--- config.mk ---
export PLATFORM = sky130hd
export DESIGN_NAME = ctrl_pipe_top
export DESIGN_NICKNAME = d
export VERILOG_FILES = /design/src/hw/isa_pkg.sv /design/src/hw/pipe_pkg.sv /design/src/hw/ctrl_pipe_top.sv /design/src/hw/fetch_decode.sv /design/src/hw/mem_sequencer.sv /design/src/hw/pipe_skid.sv /design/src/hw/writeback_stage.sv
export VERILOG_INCLUDE_DIRS = /design/src /design/src/hw
export SDC_FILE = /design/constraint.sdc
export NUM_CORES = 1
export LEC_CHECK = 0
export ABC_AREA = 0
export BUFFER_PORTS_ARGS = -buffer_cell sky130_fd_sc_hd__buf_2
export CAP_MARGIN = 15
export CORE_ASPECT_RATIO = 1.75
export CORE_MARGIN = 5
export CORE_UTILIZATION = 40
export CTS_BUF_LIST = sky130_fd_sc_hd__clkbuf_2
export CTS_CLUSTER_DIAMETER = 80
export DETAILED_ROUTE_END_ITERATION = 10
export PLACE_DENSITY_LB_ADDON = 0.12
export SYNTH_ARGS = -nofsm -noshare
export SYNTH_HDL_FRONTEND = slang
export SYNTH_SLANG_ARGS = --single-unit
--- constraint.sdc ---
create_clock -name clk -period 3.45 [get_ports clk]
set_input_delay 0.345 -clock clk [delete_from_list [all_inputs] [get_ports clk]]
set_output_delay 0.345 -clock clk [all_outputs]
set_load 0.1 [all_outputs]
--- src/hw/ctrl_pipe_cfg.svh ---
`ifndef CTRL_PIPE_CFG_SVH
`define CTRL_PIPE_CFG_SVH

// instruction, extension, address and data width
`define CP_WORD_W 16

// opcodes at or above this value are illegal
`define CP_LEGAL_OPCODES 46

// entries per inter-stage buffer
`define CP_SKID_DEPTH 2

`endif

--- src/hw/isa_pkg.sv ---
package isa_pkg;

    typedef logic [5:0] opcode_t;
    typedef logic [2:0] reg_idx_t;

    // opcode bits 4 down to 2
    typedef enum logic [2:0] {
        ALU_ADD = 3'd0,
        ALU_SUB = 3'd1,
        ALU_AND = 3'd2,
        ALU_OR  = 3'd3,
        ALU_XOR = 3'd4,
        ALU_SHF = 3'd5,
        ALU_CMP = 3'd6,
        ALU_MOV = 3'd7
    } alu_grp_e;

    // encoding 2'b11 is unused and decodes as none
    typedef enum logic [1:0] {
        MEM_NONE  = 2'd0,
        MEM_LOAD  = 2'd1,
        MEM_STORE = 2'd2
    } mem_op_e;

    typedef enum logic [1:0] {
        WB_NONE = 2'd0,
        WB_ALU  = 2'd1,
        WB_LOAD = 2'd2
    } wb_op_e;

    // instruction word, msb first
    typedef struct packed {
        opcode_t  opcode;
        mem_op_e  mem_op;
        wb_op_e   wb_op;
        reg_idx_t rd;
        reg_idx_t rs;
    } instr_t;

endpackage

--- src/hw/pipe_pkg.sv ---
`include "ctrl_pipe_cfg.svh"

package pipe_pkg;
    import isa_pkg::*;

    // decoded instruction as it travels down the pipe
    typedef struct packed {
        alu_grp_e              alu_grp;
        logic                  illegal;
        logic                  ext_used;
        logic [`CP_WORD_W-1:0] ext_word;
        mem_op_e               mem_op;
        wb_op_e                wb_op;
        reg_idx_t              rd;
        reg_idx_t              rs;
    } dec_rec_t;

    // memory request port
    typedef struct packed {
        logic                  write;
        logic [`CP_WORD_W-1:0] addr;
    } mem_req_t;

    // one record per retired instruction
    typedef struct packed {
        reg_idx_t              rd;
        wb_op_e                wb_op;
        alu_grp_e              alu_grp;
        logic                  illegal;
        logic                  ext_used;
        logic [`CP_WORD_W-1:0] result;
    } commit_t;

endpackage

--- src/hw/ctrl_pipe_top.sv ---
`timescale 1ns/100ps
`include "ctrl_pipe_cfg.svh"

module ctrl_pipe_top
    import pipe_pkg::*;
(
    input  logic                  clk,
    input  logic                  rst,
    input  logic                  instr_valid,
    output logic                  instr_ready,
    input  logic [`CP_WORD_W-1:0] instr,
    output logic                  mem_req_valid,
    input  logic                  mem_req_ready,
    output mem_req_t              mem_req,
    input  logic                  mem_rsp_valid,
    input  logic [`CP_WORD_W-1:0] mem_rsp_data,
    output logic                  commit_valid,
    input  logic                  commit_ready,
    output commit_t               commit
);
    // fetch to first buffer
    logic     fd_valid;
    logic     fd_ready;
    dec_rec_t fd_rec;
    // first buffer to memory stage
    logic     ms_in_valid;
    logic     ms_in_ready;
    dec_rec_t ms_in_rec;
    // memory stage to second buffer
    logic     ms_out_valid;
    logic     ms_out_ready;
    dec_rec_t ms_out_rec;
    // second buffer to writeback
    logic     wb_in_valid;
    logic     wb_in_ready;
    dec_rec_t wb_in_rec;
    logic     load_wait;

    fetch_decode fetch_decode_i (
        .clk         (clk),
        .rst         (rst),
        .instr_valid (instr_valid),
        .instr_ready (instr_ready),
        .instr       (instr),
        .rec_valid   (fd_valid),
        .rec_ready   (fd_ready),
        .rec         (fd_rec)
    );

    pipe_skid #(.payload_t(dec_rec_t)) skid_dec_i (
        .clk       (clk),
        .rst       (rst),
        .in_valid  (fd_valid),
        .in_ready  (fd_ready),
        .in_data   (fd_rec),
        .out_valid (ms_in_valid),
        .out_ready (ms_in_ready),
        .out_data  (ms_in_rec)
    );

    mem_sequencer mem_sequencer_i (
        .clk           (clk),
        .rst           (rst),
        .in_valid      (ms_in_valid),
        .in_ready      (ms_in_ready),
        .in_rec        (ms_in_rec),
        .load_wait     (load_wait),
        .mem_req_valid (mem_req_valid),
        .mem_req_ready (mem_req_ready),
        .mem_req       (mem_req),
        .out_valid     (ms_out_valid),
        .out_ready     (ms_out_ready),
        .out_rec       (ms_out_rec)
    );

    pipe_skid #(.payload_t(dec_rec_t)) skid_mem_i (
        .clk       (clk),
        .rst       (rst),
        .in_valid  (ms_out_valid),
        .in_ready  (ms_out_ready),
        .in_data   (ms_out_rec),
        .out_valid (wb_in_valid),
        .out_ready (wb_in_ready),
        .out_data  (wb_in_rec)
    );

    writeback_stage writeback_stage_i (
        .clk           (clk),
        .rst           (rst),
        .in_valid      (wb_in_valid),
        .in_ready      (wb_in_ready),
        .in_rec        (wb_in_rec),
        .load_wait     (load_wait),
        .mem_rsp_valid (mem_rsp_valid),
        .mem_rsp_data  (mem_rsp_data),
        .commit_valid  (commit_valid),
        .commit_ready  (commit_ready),
        .commit        (commit)
    );

endmodule

--- src/hw/fetch_decode.sv ---
`timescale 1ns/100ps
`include "ctrl_pipe_cfg.svh"

module fetch_decode
    import isa_pkg::*, pipe_pkg::*;
(
    input  logic                  clk,
    input  logic                  rst,
    input  logic                  instr_valid,
    output logic                  instr_ready,
    input  logic [`CP_WORD_W-1:0] instr,
    output logic                  rec_valid,
    input  logic                  rec_ready,
    output dec_rec_t              rec
);
    typedef enum logic [1:0] {
        S_IDLE,
        S_EXT,
        S_PUSH
    } state_e;

    state_e                state;
    instr_t                instr_in;
    instr_t                instr_q;
    logic [`CP_WORD_W-1:0] ext_q;
    logic                  accept;
    logic                  illegal_q;
    logic                  ext_used_q;

    function automatic logic is_illegal(input opcode_t op);
        return op >= opcode_t'(`CP_LEGAL_OPCODES);
    endfunction

    // odd legal opcodes carry a second word
    function automatic logic needs_ext(input opcode_t op);
        return !is_illegal(op) && op[0];
    endfunction

    assign instr_in    = instr_t'(instr);
    assign instr_ready = (state != S_PUSH) && rec_ready;
    assign accept      = instr_valid && instr_ready;
    assign rec_valid   = state == S_PUSH;

    //////////////////////////////////////////////////////////////////////
    // fetch FSM
    //////////////////////////////////////////////////////////////////////

    always_ff @(posedge clk)
    begin
        if (rst)
            state <= S_IDLE;
        else
        begin
            case (state)
                S_IDLE:
                    if (accept)
                        state <= needs_ext(instr_in.opcode) ? S_EXT : S_PUSH;
                S_EXT:
                    if (accept)
                        state <= S_PUSH;
                S_PUSH:
                    if (rec_ready)
                        state <= S_IDLE;
                default:
                    state <= S_IDLE;
            endcase
        end
    end

    always_ff @(posedge clk)
    begin
        if (accept && state == S_IDLE)
            instr_q <= instr_in;
        if (accept && state == S_EXT)
            ext_q <= instr;
    end

    //////////////////////////////////////////////////////////////////////
    // decode
    //////////////////////////////////////////////////////////////////////

    assign illegal_q  = is_illegal(instr_q.opcode);
    assign ext_used_q = needs_ext(instr_q.opcode);

    always_comb
    begin
        rec.alu_grp  = alu_grp_e'(instr_q.opcode[4:2]);
        rec.illegal  = illegal_q;
        rec.ext_used = ext_used_q;
        rec.ext_word = ext_used_q ? ext_q : '0;
        rec.rd       = instr_q.rd;
        rec.rs       = instr_q.rs;
        rec.mem_op   = MEM_NONE;
        rec.wb_op    = WB_NONE;
        // a load always writes back its data, and load write-back needs a load
        if (!illegal_q)
        begin
            if (instr_q.mem_op == MEM_LOAD)
            begin
                rec.mem_op = MEM_LOAD;
                rec.wb_op  = WB_LOAD;
            end
            else
            begin
                if (instr_q.mem_op == MEM_STORE)
                    rec.mem_op = MEM_STORE;
                if (instr_q.wb_op == WB_ALU)
                    rec.wb_op = WB_ALU;
            end
        end
    end

    // an illegal opcode takes one word and never asks for an extension
    a_illegal_one_word: assert property (@(posedge clk) disable iff (rst)
        ($rose(rec_valid) && rec.illegal)
        |-> (!rec.ext_used && rec.mem_op == MEM_NONE && $past(state) == S_IDLE));

endmodule

--- src/hw/mem_sequencer.sv ---
`timescale 1ns/100ps
`include "ctrl_pipe_cfg.svh"

module mem_sequencer
    import isa_pkg::*, pipe_pkg::*;
(
    input  logic     clk,
    input  logic     rst,
    input  logic     in_valid,
    output logic     in_ready,
    input  dec_rec_t in_rec,
    input  logic     load_wait,
    output logic     mem_req_valid,
    input  logic     mem_req_ready,
    output mem_req_t mem_req,
    output logic     out_valid,
    input  logic     out_ready,
    output dec_rec_t out_rec
);
    typedef enum logic [1:0] {
        S_IDLE,
        S_REQ,
        S_FWD
    } state_e;

    state_e   state;
    dec_rec_t rec_q;
    logic     load_pend;
    logic     is_store;
    logic     in_mem;
    logic     req_fire;

    assign in_ready  = state == S_IDLE;
    assign out_valid = state == S_FWD;
    assign out_rec   = rec_q;

    assign is_store = rec_q.mem_op == MEM_STORE;
    assign in_mem   = (in_rec.mem_op == MEM_LOAD) || (in_rec.mem_op == MEM_STORE);

    // loads wait until the previous load has been seen through writeback
    assign mem_req_valid = (state == S_REQ) && (is_store || !(load_pend || load_wait));
    assign req_fire      = mem_req_valid && mem_req_ready;

    assign mem_req.write = is_store;
    assign mem_req.addr  = rec_q.ext_used ? rec_q.ext_word : `CP_WORD_W'(rec_q.rs);

    //////////////////////////////////////////////////////////////////////
    // request FSM
    //////////////////////////////////////////////////////////////////////

    always_ff @(posedge clk)
    begin
        if (rst)
            state <= S_IDLE;
        else
        begin
            case (state)
                S_IDLE:
                    if (in_valid)
                        state <= in_mem ? S_REQ : S_FWD;
                S_REQ:
                    if (req_fire)
                        state <= S_FWD;
                S_FWD:
                    if (out_ready)
                        state <= S_IDLE;
                default:
                    state <= S_IDLE;
            endcase
        end
    end

    always_ff @(posedge clk)
    begin
        if (in_valid && in_ready)
            rec_q <= in_rec;
    end

    // load issued but not yet picked up by writeback
    always_ff @(posedge clk)
    begin
        if (rst)
            load_pend <= 1'b0;
        else if (req_fire && !is_store)
            load_pend <= 1'b1;
        else if (load_wait)
            load_pend <= 1'b0;
    end

    a_req_stable: assert property (@(posedge clk) disable iff (rst)
        (mem_req_valid && !mem_req_ready) |=> (mem_req_valid && $stable(mem_req)));

endmodule

--- src/hw/pipe_skid.sv ---
`timescale 1ns/100ps
`include "ctrl_pipe_cfg.svh"

module pipe_skid #(
    parameter type payload_t = logic
)(
    input  logic     clk,
    input  logic     rst,
    input  logic     in_valid,
    output logic     in_ready,
    input  payload_t in_data,
    output logic     out_valid,
    input  logic     out_ready,
    output payload_t out_data
);
    localparam int DEPTH = `CP_SKID_DEPTH;
    localparam int PTR_W = (DEPTH > 1) ? $clog2(DEPTH) : 1;
    localparam int CNT_W = $clog2(DEPTH + 1);

    payload_t         entries [DEPTH];
    logic [PTR_W-1:0] wr_ptr;
    logic [PTR_W-1:0] rd_ptr;
    logic [CNT_W-1:0] count;
    logic             push;
    logic             pop;

    function automatic logic [PTR_W-1:0] ptr_next(input logic [PTR_W-1:0] p);
        return (p == PTR_W'(DEPTH - 1)) ? '0 : p + 1'b1;
    endfunction

    // both flags come straight from the count, so no ready path crosses
    assign in_ready  = count < CNT_W'(DEPTH);
    assign out_valid = count != '0;
    assign out_data  = entries[rd_ptr];
    assign push      = in_valid && in_ready;
    assign pop       = out_valid && out_ready;

    always_ff @(posedge clk)
    begin
        if (rst)
        begin
            wr_ptr <= '0;
            rd_ptr <= '0;
            count  <= '0;
        end
        else
        begin
            if (push)
                wr_ptr <= ptr_next(wr_ptr);
            if (pop)
                rd_ptr <= ptr_next(rd_ptr);
            case ({push, pop})
                2'b10:   count <= count + 1'b1;
                2'b01:   count <= count - 1'b1;
                default: count <= count;
            endcase
        end
    end

    always_ff @(posedge clk)
    begin
        if (push)
            entries[wr_ptr] <= in_data;
    end

    a_fill_bound: assert property (@(posedge clk) disable iff (rst)
        count <= CNT_W'(DEPTH));

endmodule

--- src/hw/writeback_stage.sv ---
`timescale 1ns/100ps
`include "ctrl_pipe_cfg.svh"

module writeback_stage
    import isa_pkg::*, pipe_pkg::*;
(
    input  logic                  clk,
    input  logic                  rst,
    input  logic                  in_valid,
    output logic                  in_ready,
    input  dec_rec_t              in_rec,
    output logic                  load_wait,
    input  logic                  mem_rsp_valid,
    input  logic [`CP_WORD_W-1:0] mem_rsp_data,
    output logic                  commit_valid,
    input  logic                  commit_ready,
    output commit_t               commit
);
    typedef enum logic [1:0] {
        S_IDLE,
        S_LWAIT,
        S_PRES
    } state_e;

    state_e                state;
    commit_t               commit_q;
    logic                  rsp_hold;
    logic [`CP_WORD_W-1:0] rsp_data_q;
    logic                  pop;
    logic                  rsp_here;

    assign in_ready     = state == S_IDLE;
    assign load_wait    = state == S_LWAIT;
    assign commit_valid = state == S_PRES;
    assign commit       = commit_q;
    assign pop          = in_valid && in_ready;
    assign rsp_here     = mem_rsp_valid || rsp_hold;

    always_ff @(posedge clk)
    begin
        if (rst)
            state <= S_IDLE;
        else
        begin
            case (state)
                S_IDLE:
                    if (pop)
                        state <= (in_rec.wb_op == WB_LOAD) ? S_LWAIT : S_PRES;
                S_LWAIT:
                    if (rsp_here)
                        state <= S_PRES;
                S_PRES:
                    if (commit_ready)
                        state <= S_IDLE;
                default:
                    state <= S_IDLE;
            endcase
        end
    end

    // response may beat its record here when commit is stalled
    always_ff @(posedge clk)
    begin
        if (rst)
            rsp_hold <= 1'b0;
        else if (state == S_LWAIT)
            rsp_hold <= 1'b0;
        else if (mem_rsp_valid)
            rsp_hold <= 1'b1;
    end

    always_ff @(posedge clk)
    begin
        if (mem_rsp_valid)
            rsp_data_q <= mem_rsp_data;
        if (pop)
        begin
            commit_q.rd       <= in_rec.rd;
            commit_q.wb_op    <= in_rec.wb_op;
            commit_q.alu_grp  <= in_rec.alu_grp;
            commit_q.illegal  <= in_rec.illegal;
            commit_q.ext_used <= in_rec.ext_used;
            // ext_word is already zero when unused
            commit_q.result   <= in_rec.ext_word;
        end
        else if (state == S_LWAIT && rsp_here)
            commit_q.result <= mem_rsp_valid ? mem_rsp_data : rsp_data_q;
    end

    // only one load in flight, so a held response is never overrun
    a_one_rsp: assert property (@(posedge clk) disable iff (rst)
        mem_rsp_valid |-> !rsp_hold);

endmodule

==> results of run 1 <==
stage by stage:
stage,util (%),area [µm²],instances,hold slack [ns]
finish,47.9,10200,935,0.138
global route,47.9,10200,935,0.0908
floorplan,-,8610,466,0.421
detailed placement,43.8,9340,799,0.433
CTS,47.9,10200,933,0.0478
global placement,43.8,9340,799,0.425
critical path: cells and delay by family, from the launching register on:
kind                   cells  cell delay, ns
flip-flops                 1            0.45
AND/OR/NAND/NOR            4            0.63
buffers and inverters      1            0.43
logic make-up after synthesis:
kind of cell	count (synthesis)	synth area share [%]
AND/OR/NAND/NOR	89	6.11
AO/OA/AOI/OAI	18	1.32
flip-flops	234	77.7
XOR/XNOR	10	1.02
adder cells (fa/ha/maj)	2	0.291
multiplexers	91	12.0
buffers and inverters	22	1.53
synthesized netlist by cell type (4+ instances only):
| library cell | number | share of area (%) |
|---|---|---|
| buf_2 | 6 | 0.35 |
| buf_6 | 4 | 0.52 |
| dfxtp_1 | 34 | 7.9 |
| nand2_1 | 4 | 0.17 |
| o21ai_0 | 5 | 0.29 |
| inv_1 | 6 | 0.26 |
| edfxtp_1 | 200 | 70 |
| and2_1 | 32 | 2.3 |
| nor2b_1 | 8 | 0.58 |
| nor2_1 | 20 | 0.87 |
| nor3_1 | 7 | 0.41 |
| a21oi_1 | 7 | 0.41 |
| mux2_2 | 89 | 12 |
| xnor2_1 | 7 | 0.71 |
timing repair:
action                                 4_1_cts  5_1_grt
hold buffers                                38        0
gates resized for setup                      0        0
endpoints found under the hold margin       82        0
routing by layer:
| metal | track usage [%] | up-vias | share of wire (%) | wire length, µm |
|---|---|---|---|---|
| met1 | 12.0 | 2047 | 37 | 5330 |
| met4 | 6.20 | 0 | 3.1 | 438 |
| met3 | 2.77 | 33 | 4.9 | 710 |
| met5 | 0 | - | 0 | 0 |
| li1 | - | 2129 | - | - |
| met2 | 22.2 | 118 | 55 | 7880 |
registers in the layout (all words and copies together) (netlist names), named ones only:
register and count:
skid_dec_i.rd_ptr 1, skid_dec_i.count 2, mem_sequencer_i.state 2, writeback_stage_i.rsp_data_q 16
writeback_stage_i.state 2, fetch_decode_i.ext_q 16, skid_mem_i.entries 52, fetch_decode_i.state 2
skid_mem_i.wr_ptr 1, skid_mem_i.rd_ptr 1, mem_sequencer_i.load_pend 1, fetch_decode_i.instr_q 7
skid_dec_i.entries 60, skid_mem_i.count 2, skid_dec_i.wr_ptr 1, fetch_decode_i.rec 9
writeback_stage_i.commit 26, writeback_stage_i.rsp_hold 1, mem_sequencer_i.out_rec 30
final timing paths:
path | endpoint | slack [ns] | cells after the start
max | mem_req_valid | 0.86 | 5
min | writeback_stage_i.rsp_hold | 0.14 | 3
max reg2reg | writeback_stage_i.state[1] | 1.08 | 4
min reg2reg | skid_mem_i.entries[0][6] | 0.45 | 0
cell type report:
cell class | count | area (µm²)
diodes | 2 | 5.00
well taps | 255 | 319
flip-flops and latches | 234 | 6690
multi-input cells | 210 | 1810
clock inverters | 17 | 91.3
fillers | 1874 | 11100
clock buffers | 79 | 395
inverters | 6 | 22.5
repair buffers | 132 | 878
layout by cell type (no fill, tap or decap), types with 3 or more instances in the layout:
master         synthesis  routed
a21oi_1                7       7
and2_1                32      32
buf_2                  6      83
buf_4                  3      11
clkbuf_2               0      79
clkinv_1               0      14
dfxtp_1               34      34
dlygate4sd3_1          0      38
edfxtp_1             200     200
inv_1                  6       6
mux2_2                89      89
nand2_1                4       4
nor2_1                20      18
nor2b_1                8       8
nor3_1                 7       5
o21ai_0                5       4
xnor2_1                7       7
xor2_1                 3       3
==> summary.md, run 1 <==
| Metric | Value |
|---|---|
| Synth unique cells | `39` |
| Syn_nets | `just over 500` |
| Max Clock Freq | `0.387 GHz` |
| Min Tclk post-route | `around 2.6 ns` |
| Initial antenna violation count | `1` |
| Final WS setup | `just under 0.9 ns` |
| Die height | `roughly 200 µm` |
| Antenna-violating nets left | `0` |
| Routability-driven placement congestion ratio | `about 0.71` |
| CP max-delay cell | `dfxtp_1` |
| Mean routed wirelength per cell | `between 15 and 20 µm` |
| Worst Setup Start Kind | `flop` |
| Die Area | `~0.025 mm²` |
| Status | `completed` |
| Clock Tree Buf Depth | `3` |
| CP required | `between 3 and 4 ns` |
| Chip width | `between 100 and 150 µm` |
| CTS tree | `built` |
| Synthesized area per cell | `around 18 µm²` |
| Asr flop ratio synth | `0%` |
| Maxcap violations | `0` |
| EDFF count, synth | `200` |
| Total of warnings raised by yosys | `0` |
| Core footprint | `0.0213 mm²` |
| Worst rel slew slack | `around two fifths` |
| HPWL after DPL | `9.54 mm` |
| Cells after Synth | `~470` |
| Crit path largest cell delay | `0.45 ns` |
| Final setup fails | `0` |
| Clk_lat worst skew | `roughly 0.76 ns` |
| TNS Setup | `0 ns` |
| TritonRoute pass-1 iters | `4` |
| Final Net Count | `about 680` |
| Crit end category | `output port` |
| Largest net degree at the start of global routing | `33` |
| Clock Sinks | `around 230` |
| Root buffer cell | `clkbuf_2` |
| Routed vias | `roughly 4300` |
| Crit path top cell by count | `nor2b_1` |
| CTS Buf Count | `51` |
| Worst-margin pin slew | `around 0.92 ns` |
| Total wire length | `14.4 mm` |
| # DRC | `0` |
| Grt ovf | `0` |
| H-tree depth | `2` |
| Number of global-route vias before repair | `around 4700` |
| Area Growth Syn to Fin | `18.7%` |
| Starting density of the core | `40.3%` |
| Crit path from | `writeback_stage_i.state[1]` |
| Seq/Total Area, Yosys | `between 70% and 80%` |
| Worst path cell trace | `nor2b_1, or2_0, nor2b_1, nor2_1, buf_2` |
| IO Pins | `84` |
| Setup Crit Path Kind | `reg -> out` |
| Vias/cell | `approximately 4.6` |
| Final worst-path cycle share | `about three quarters` |
| Clk_skew | `0.0406 ns` |
| HP Start | `mem_rsp_valid` |
| Yosys reg bits | `~230` |
| Ys flop type | `edfxtp_1` |
| DRT iter0 DRCs | `roughly 130` |
| Mapped Area | `between 0.008 and 0.009 mm²` |
| Hold WC Path Type | `in -> reg` |
| Worst slack at placement | `~1.4 ns` |
| I/O Buffers | `83` |
| Fraction of layout cells with a size suffix above 1 | `approximately 41%` |
| Max-slew violation count | `0` |
| Setup Buffers After CTS | `0` |
| Crit path max fanout | `6` |
| Arr. time, crit path | `2.24 ns` |
| CTS clock-pin slew for the worst setup and hold paths | `0.11 ns` |
| Global-route usage over all layers | `between 10% and 20%` |
| RSZ-0062 raised after global routing | `no` |
| First-pass GRT wire length | `about 23 mm` |
| # rows | `71` |
| Final hold violation count | `0` |
Power of run 1 is left out: the tool's default activity adds up to more than one toggle a clock period on the data nets, which glitch-free logic cannot reach.
==> inputs of run 2 (changes only) <==
--- a/config.mk
+++ b/config.mk
@@ -6,7 +6,7 @@
 export SDC_FILE = /design/constraint.sdc
 export NUM_CORES = 1
 export LEC_CHECK = 0
-export ABC_AREA = 0
+export ABC_AREA = 1
 export BUFFER_PORTS_ARGS = -buffer_cell sky130_fd_sc_hd__buf_2
 export CAP_MARGIN = 15
 export CORE_ASPECT_RATIO = 1.75
==> constraint.sdc (replaced) <==
create_clock -name clk -period 2.1 [get_ports clk]
set_input_delay 0.21 -clock clk [delete_from_list [all_inputs] [get_ports clk]]
set_output_delay 0.21 -clock clk [all_outputs]
set_load 0.1 [all_outputs]
==> run 2 against run 1 <==
Against the previous run:
- non-clock buffer count grew 31
- setup slack lost 0.80 ns
- sequential cell count is the same
- clock-buffer cell count shrank 4
- highest routed layer unchanged
==> summary.md, run 2 <==
| Metric | Value |
|---|---|
| Status | `completed` |
| Global-route usage over all layers | `between 10% and 20%` |
| HPWL after DPL | `~11 mm` |
| Top-area cell type share of the netlist area | `between 60% and 70%` |
| CP max-delay cell | `edfxtp_1` |
| Worst hold margin | `roughly 0.18 ns` |
| Power consumption | `16300 µW` |
| R2r endpoint | `fetch_decode_i.state[0]` |
| IO Pins | `84` |
| Final setup fails | `0` |
| First-pass GRT wire length | `roughly 27 mm` |
| Die height | `204 µm` |
| Synth cell count leaders | `nand2_1, edfxtp_1, inv_1, nor2_1, dfxtp_1` |
| Syn_nets | `718` |
| Die Area | `0.0246 mm²` |
| Commonest non-fill, non-tap cells in the layout | `nand2_1, edfxtp_1, clkbuf_2` |
| Top-count cell post-synth | `nand2_1` |
| Synthesized area per cell | `12.7 µm²` |
| # DRC | `0` |
| HP Start | `instr[6]` |
| Clk_lat worst skew | `0.76 ns` |
| Pwr/cell area | `between 1500 and 2000 mW/mm²` |
| Setup Crit Path Kind | `reg -> out` |
| WP buf/inv | `2` |
| # rows | `71` |
| Initial antenna violation count | `1` |
| Crit end category | `output port` |
| Family with the most delay on the worst path | `flip-flops` |
| Root buffer cell | `clkbuf_2` |
| Fraction of layout cells with a size suffix above 1 | `roughly 22%` |
| Clock Tree Buf Depth | `3` |
| Vias/cell | `4.54` |
| CTS clock-pin slew for the worst setup and hold paths | `approximately 0.11 ns` |
| Largest net degree at the start of global routing | `46` |
| Number of global-route vias before repair | `around 5600` |
| H-tree depth | `2` |
| Post-route insts no fill | `approximately 1200` |
| Reg2reg start | `skid_dec_i.count[1]` |
| Utilization after layout | `around 50%` |
| # fillers | `approximately 2000` |
| Mean routed wirelength per cell | `between 10 and 15 µm` |
| Asr flop ratio synth | `0%` |
| Arr. time, crit path | `1.82 ns` |
| Peak supply drop | `0.644 mV` |
| EDFF count, synth | `200` |
| Hold Path Sink | `fetch_decode_i.ext_q[6]` |
| Clock Sinks | `~230` |
| Seq/Total Area, Yosys | `77.8%` |
| Cells after Synth | `678` |
| Chip width | `between 100 and 150 µm` |
| Mapped Area | `0.00860 mm²` |
| P_leak | `~0.0044 µW` |
| Worst Reg2Reg Path Length in Cells | `7` |
| Largest Register | `skid_dec_i.entries` |
| Hold WC Path Type | `in -> reg` |
| CTS Buf Count | `53` |
| Worst-margin pin slew | `between 0.5 and 0.6 ns` |
| Core footprint | `roughly 0.021 mm²` |
| Area contributors post-synth | `edfxtp_1, nand2_1, dfxtp_1` |
| TritonRoute pass-1 iters | `4` |
| Worst Setup Start Kind | `flop` |
| Worst path cell trace | `buf_6, mux2_4, buf_12` |
| Number of flip-flops in the largest register | `60` |
| Crit path largest cell delay | `0.43 ns` |
| Post-Place Cells | `approximately 1000` |
| Routability-driven placement congestion ratio | `0.702` |
| CTS tree | `built` |
| Ys flop type | `edfxtp_1` |
| Grt ovf | `0` |
| Area Growth Syn to Fin | `23.0%` |
| Final Net Count | `between 900 and 1000` |
| DRT iter0 DRCs | `roughly 240` |
| Max Clock Freq | `between 0.4 and 0.5 GHz` |
| Synth unique cells | `27` |
| RSZ-0062 raised after global routing | `yes` |
| Largest area contributor in the netlist | `edfxtp_1` |
| Commonest non-fill, non-tap cell in the layout | `nand2_1` |
| Total of warnings raised by yosys | `0` |
| Crit path from | `mem_sequencer_i.out_rec[26]` |
| Routed vias | `between 5000 and 6000` |
| Maxcap violations | `0` |
| CP required | `1.89 ns` |
| Final hold violation count | `0` |
| WHS Path Cells | `2` |
| Clk_skew | `about 0.032 ns` |
| Worst rel slew slack | `roughly 60%` |
| Yosys reg bits | `roughly 230` |
| Total wire length | `16.0 mm` |
| Antenna-violating nets left | `0` |
| Min Tclk post-route | `about 2.0 ns` |
| Starting density of the core | `40.3%` |
| I/O Buffers | `83` |
| Max-slew violation count | `0` |
| Crit path max fanout | `7` |
| Worst R2R Setup Slack | `0.28 ns` |
| Final worst-path cycle share | `a little over nine tenths` |
[run 2: cell types whose count changed after synthesis, moves of 15 or more]
cell     previous run  this run
nand3_1             0        15
and2_1             32         1
inv_1               6        71
mux2_2             89         3
nor2_1             20        53
nand2_1             4       207
[run 2: worst max path at each step]
stage | endpoint | cells after the start
after floorplan | skid_dec_i.entries[0][0] | 3
after global placement | skid_dec_i.entries[1][1] | 4
after detailed placement | skid_dec_i.entries[0][2] | 4
after CTS | mem_req[2] | 3
after global routing | mem_req[2] | 3
final | mem_req[2] | 3
[run 2: routing by layer]
| layer | wire length [µm] | vias to the layer above | share of wire [%] | track usage, % |
|---|---|---|---|---|
| li1 | - | 2706 | - | - |
| met1 | 6000 | 2438 | 37 | 14.2 |
| met2 | 8820 | 129 | 55 | 25.2 |
| met3 | 692 | 43 | 4.3 | 2.96 |
| met4 | 534 | 0 | 3.3 | 6.56 |
| met5 | 0 | - | 0 | 0 |
[run 2: cell families after synthesis]
family	after synthesis	synth area share (%)
AOI/OAI and AO/OA	61	3.90
xor gates and xnor gates	1	0.102
adders and majority gates	2	0.291
buffers and inverters	95	4.73
DFF	234	77.8
muxes	3	0.393
and+or+nand+nor	282	12.8
[run 2: where the power goes]
part | total (µW) | switching, µW | leakage [µW] | internal [µW]
Clock | 2660 | 1690 | 0.000363 | 975
Combinational | 6680 | 5240 | 0.00189 | 1440
Sequential | 7010 | 432 | 0.00213 | 6570
[run 2: timing repair]
item | in CTS | in global routing
setup buffers | 2 | 2
hold endpoints to repair | 92 | 0
pin swaps | 0 | 1
setup endpoints to repair | 20 | 17
hold buffers | 59 | 0
cloned | 0 | 0
gates resized for setup | 40 | 7
[run 2: stage by stage]
step                instance area [µm²]  setup slack (ns)  TNS [ns]
finish                            10600            0.0667         0
global route                      10600            -0.100    -0.717
CTS                               10500           -0.0530    -0.148
detailed placement                 9340             0.487         0
global placement                   9340             0.551         0
floorplan                          8600            -0.220    -13.30
[run 2: final cells by class]
| type | instances | area (µm²) | area share, % |
|---|---|---|---|
| Antenna cell | 1 | 2.50 | 0.0237 |
| Clock inverter | 22 | 88.8 | 0.840 |
| Inverter | 73 | 274 | 2.59 |
| Clock buffer | 75 | 375 | 3.55 |
| Tap cell | 255 | 319 | 3.02 |
| Multi-Input combinational cell | 349 | 1530 | 14.4 |
| Sequential cell | 234 | 6690 | 63.2 |
| Timing Repair Buffer | 163 | 1300 | 12.3 |
Note: power is estimated with default switching activity, not from simulation.
==> inputs of run 3 (changes only) <==
--- a/config.mk
+++ b/config.mk
@@ -16,6 +16,8 @@
 export CTS_CLUSTER_DIAMETER = 80
 export DETAILED_ROUTE_END_ITERATION = 10
 export PLACE_DENSITY_LB_ADDON = 0.12
+export SETUP_SLACK_MARGIN = 0.3
+export SKIP_LAST_GASP = 1
 export SYNTH_ARGS = -nofsm -noshare
 export SYNTH_HDL_FRONTEND = slang
 export SYNTH_SLANG_ARGS = --single-unit
==> run 3 against run 2 <==
Against the previous run:
- clock power fell by 2%
- utilization rose by 2.4 points
- cell count rose by 0.17%
- final area rose by 4.9%
- wire length fell by 2.3%
- fmax fell by 0.47%
- clock skew rose by 0.010 ns
- register-to-register slack improved by 0.19 ns
- sequential cell count did not move
- clock-buffer cell count rose by 1
- largest cell class unchanged
==> summary.md, run 3 (synthesized netlist as in run 2, its figures left out) <==
| Metric | Value |
|---|---|
| CTS tree | `built` |
| TritonRoute pass-1 iters | `4` |
| Routed vias | `about 5300` |
| Largest Register | `skid_dec_i.entries` |
| Worst Setup Start Kind | `flop` |
| Area Growth Syn to Fin | `29.0%` |
| Core footprint | `0.0213 mm²` |
| Final WS setup | `0.0572 ns` |
| R2r endpoint | `skid_dec_i.count[1]` |
| HPWL after DPL | `about 10 mm` |
| Utilization after layout | `between 50 and 60%` |
| Vias/cell | `about 4.5` |
| # DRC | `0` |
| Peak supply drop | `between 0.6 and 0.7 mV` |
| Number of flip-flops in the largest register | `60` |
| Final setup fails | `0` |
| Total wire length | `about 16 mm` |
| # fillers | `around 1900` |
| Worst slack at placement | `around 0.44 ns` |
| Die Area | `0.0246 mm²` |
| Root buffer cell | `clkbuf_2` |
| Commonest non-fill, non-tap cell in the layout | `edfxtp_1` |
| DRT iter0 DRCs | `210` |
| WHS Path Cells | `4` |
| Status | `completed` |
| Chip width | `121 µm` |
| First-pass GRT wire length | `approximately 26 mm` |
| Clk_lat worst skew | `approximately 0.75 ns` |
| Reg2reg start | `skid_dec_i.count[1]` |
| Fraction of layout cells with a size suffix above 1 | `a little over a quarter` |
| Antenna-violating nets left | `0` |
| Worst R2R Setup Slack | `between 0.4 and 0.5 ns` |
| Hold WC Path Type | `in -> reg` |
| Crit end category | `output port` |
| Worst Reg2Reg Path Length in Cells | `7` |
| CTS clock-pin slew for the worst setup and hold paths | `between 0.1 and 0.15 ns` |
| Maxcap violations | `0` |
| Mean routed wirelength per cell | `about 13 µm` |
| IO Pins | `84` |
| Die height | `204 µm` |
| Setup Crit Path Kind | `reg -> out` |
| Routability-driven placement congestion ratio | `0.710` |
| Clock Tree Buf Depth | `3` |
| RSZ-0062 raised after global routing | `yes` |
| Grt ovf | `0` |
| # rows | `71` |
| Initial antenna violation count | `1` |
| Worst-margin pin slew | `0.615 ns` |
| HP Start | `mem_rsp_valid` |
| H-tree depth | `2` |
| Clk_skew | `around 0.042 ns` |
| Max-slew violation count | `0` |
| Min Tclk post-route | `about 2.0 ns` |
| Clock Sinks | `roughly 230` |
| Power consumption | `about 17000 µW` |
| Starting density of the core | `40.3%` |
| P_leak | `0.00453 µW` |
| Final hold violation count | `0` |
| TNS Setup | `0 ns` |
| Final worst-path cycle share | `between 90% and 100%` |
| Arr. time, crit path | `around 1.8 ns` |
| CTS Buf Count | `49` |
| Final Net Count | `around 900` |
| CP required | `roughly 1.9 ns` |
| Crit path max fanout | `4` |
| Commonest non-fill, non-tap cells in the layout | `edfxtp_1, nand2_1, clkbuf_2` |
| Largest net degree at the start of global routing | `46` |
| Worst rel slew slack | `between 50% and 60%` |
| Max Clock Freq | `~0.49 GHz` |
| Number of global-route vias before repair | `~5600` |
| Pwr/cell area | `around 1500 mW/mm²` |
| Global-route usage over all layers | `13.1%` |
| I/O Buffers | `between 80 and 90` |
| Hold Path Sink | `writeback_stage_i.rsp_data_q[15]` |
-- run 3: power breakdown --
group	switching (µW)	internal [µW]	total [µW]
Sequential	463	6580	7040
Combinational	5430	2070	7490
Clock	1560	1060	2610
-- run 3: worst max path at each step --
| stage | from | to | slack, ns | depth (start not counted) |
|---|---|---|---|---|
| 3_3_place_gp | skid_dec_i.count[1] | skid_dec_i.count[1] | 0.49 | 7 |
| 6_report | mem_sequencer_i.out_rec[26] | mem_req[0] | 0.06 | 3 |
| 4_1_cts | mem_sequencer_i.out_rec[26] | mem_req[0] | -0.09 | 3 |
| 5_1_grt | mem_sequencer_i.out_rec[26] | mem_req[1] | -0.1 | 3 |
| 2_1_floorplan | skid_mem_i.count[1] | skid_mem_i.entries[0][10] | 0.02 | 3 |
| 3_5_place_dp | skid_dec_i.count[1] | skid_dec_i.count[1] | 0.44 | 7 |
-- run 3: cell type report --
cell class | count | area (µm²) | area share (%)
flip-flops and latches | 234 | 6690 | 60.3
repair buffers | 180 | 1710 | 15.4
multi-input cells | 349 | 1650 | 14.9
clock buffers | 76 | 380 | 3.43
well taps | 255 | 319 | 2.88
inverters | 73 | 289 | 2.61
clock inverters | 6 | 48.8 | 0.440
diodes | 1 | 2.50 | 0.0226
-- run 3: worst max-delay path, stage by stage, from the launching register on --
cell and delay [ns]:
edfxtp_1 0.43, buf_6 0.16, mux2_4 0.33, buf_12 0.17
-- run 3: what timing repair did --
| item | in CTS | in global routing |
|---|---|---|
| pin swaps | 4 | 0 |
| gates resized for setup | 130 | 33 |
| hold buffers | 68 | 0 |
| setup buffers | 10 | 4 |
| cloned | 0 | 0 |
| setup endpoints to repair | 46 | 21 |
| endpoints found under the hold margin | 82 | 0 |
-- run 3: stage by stage --
step           hold slack [ns]  std cells  area [µm²]
5_1_grt                 0.0762       1174       11100
3_3_place_gp             0.402       1010        9390
6_report                0.0916       1174       11100
4_1_cts                 0.0103       1170       11000
2_1_floorplan            0.279        678        8620
3_5_place_dp             0.403       1010        9390
-- run 3: metal layers --
layer	share of wire [%]	up-vias	global-route usage, %
li1	-	2723	-
met2	55	113	24.6
met4	3.3	0	6.56
met3	4.2	37	2.55
met5	0	-	0
met1	37	2411	13.7
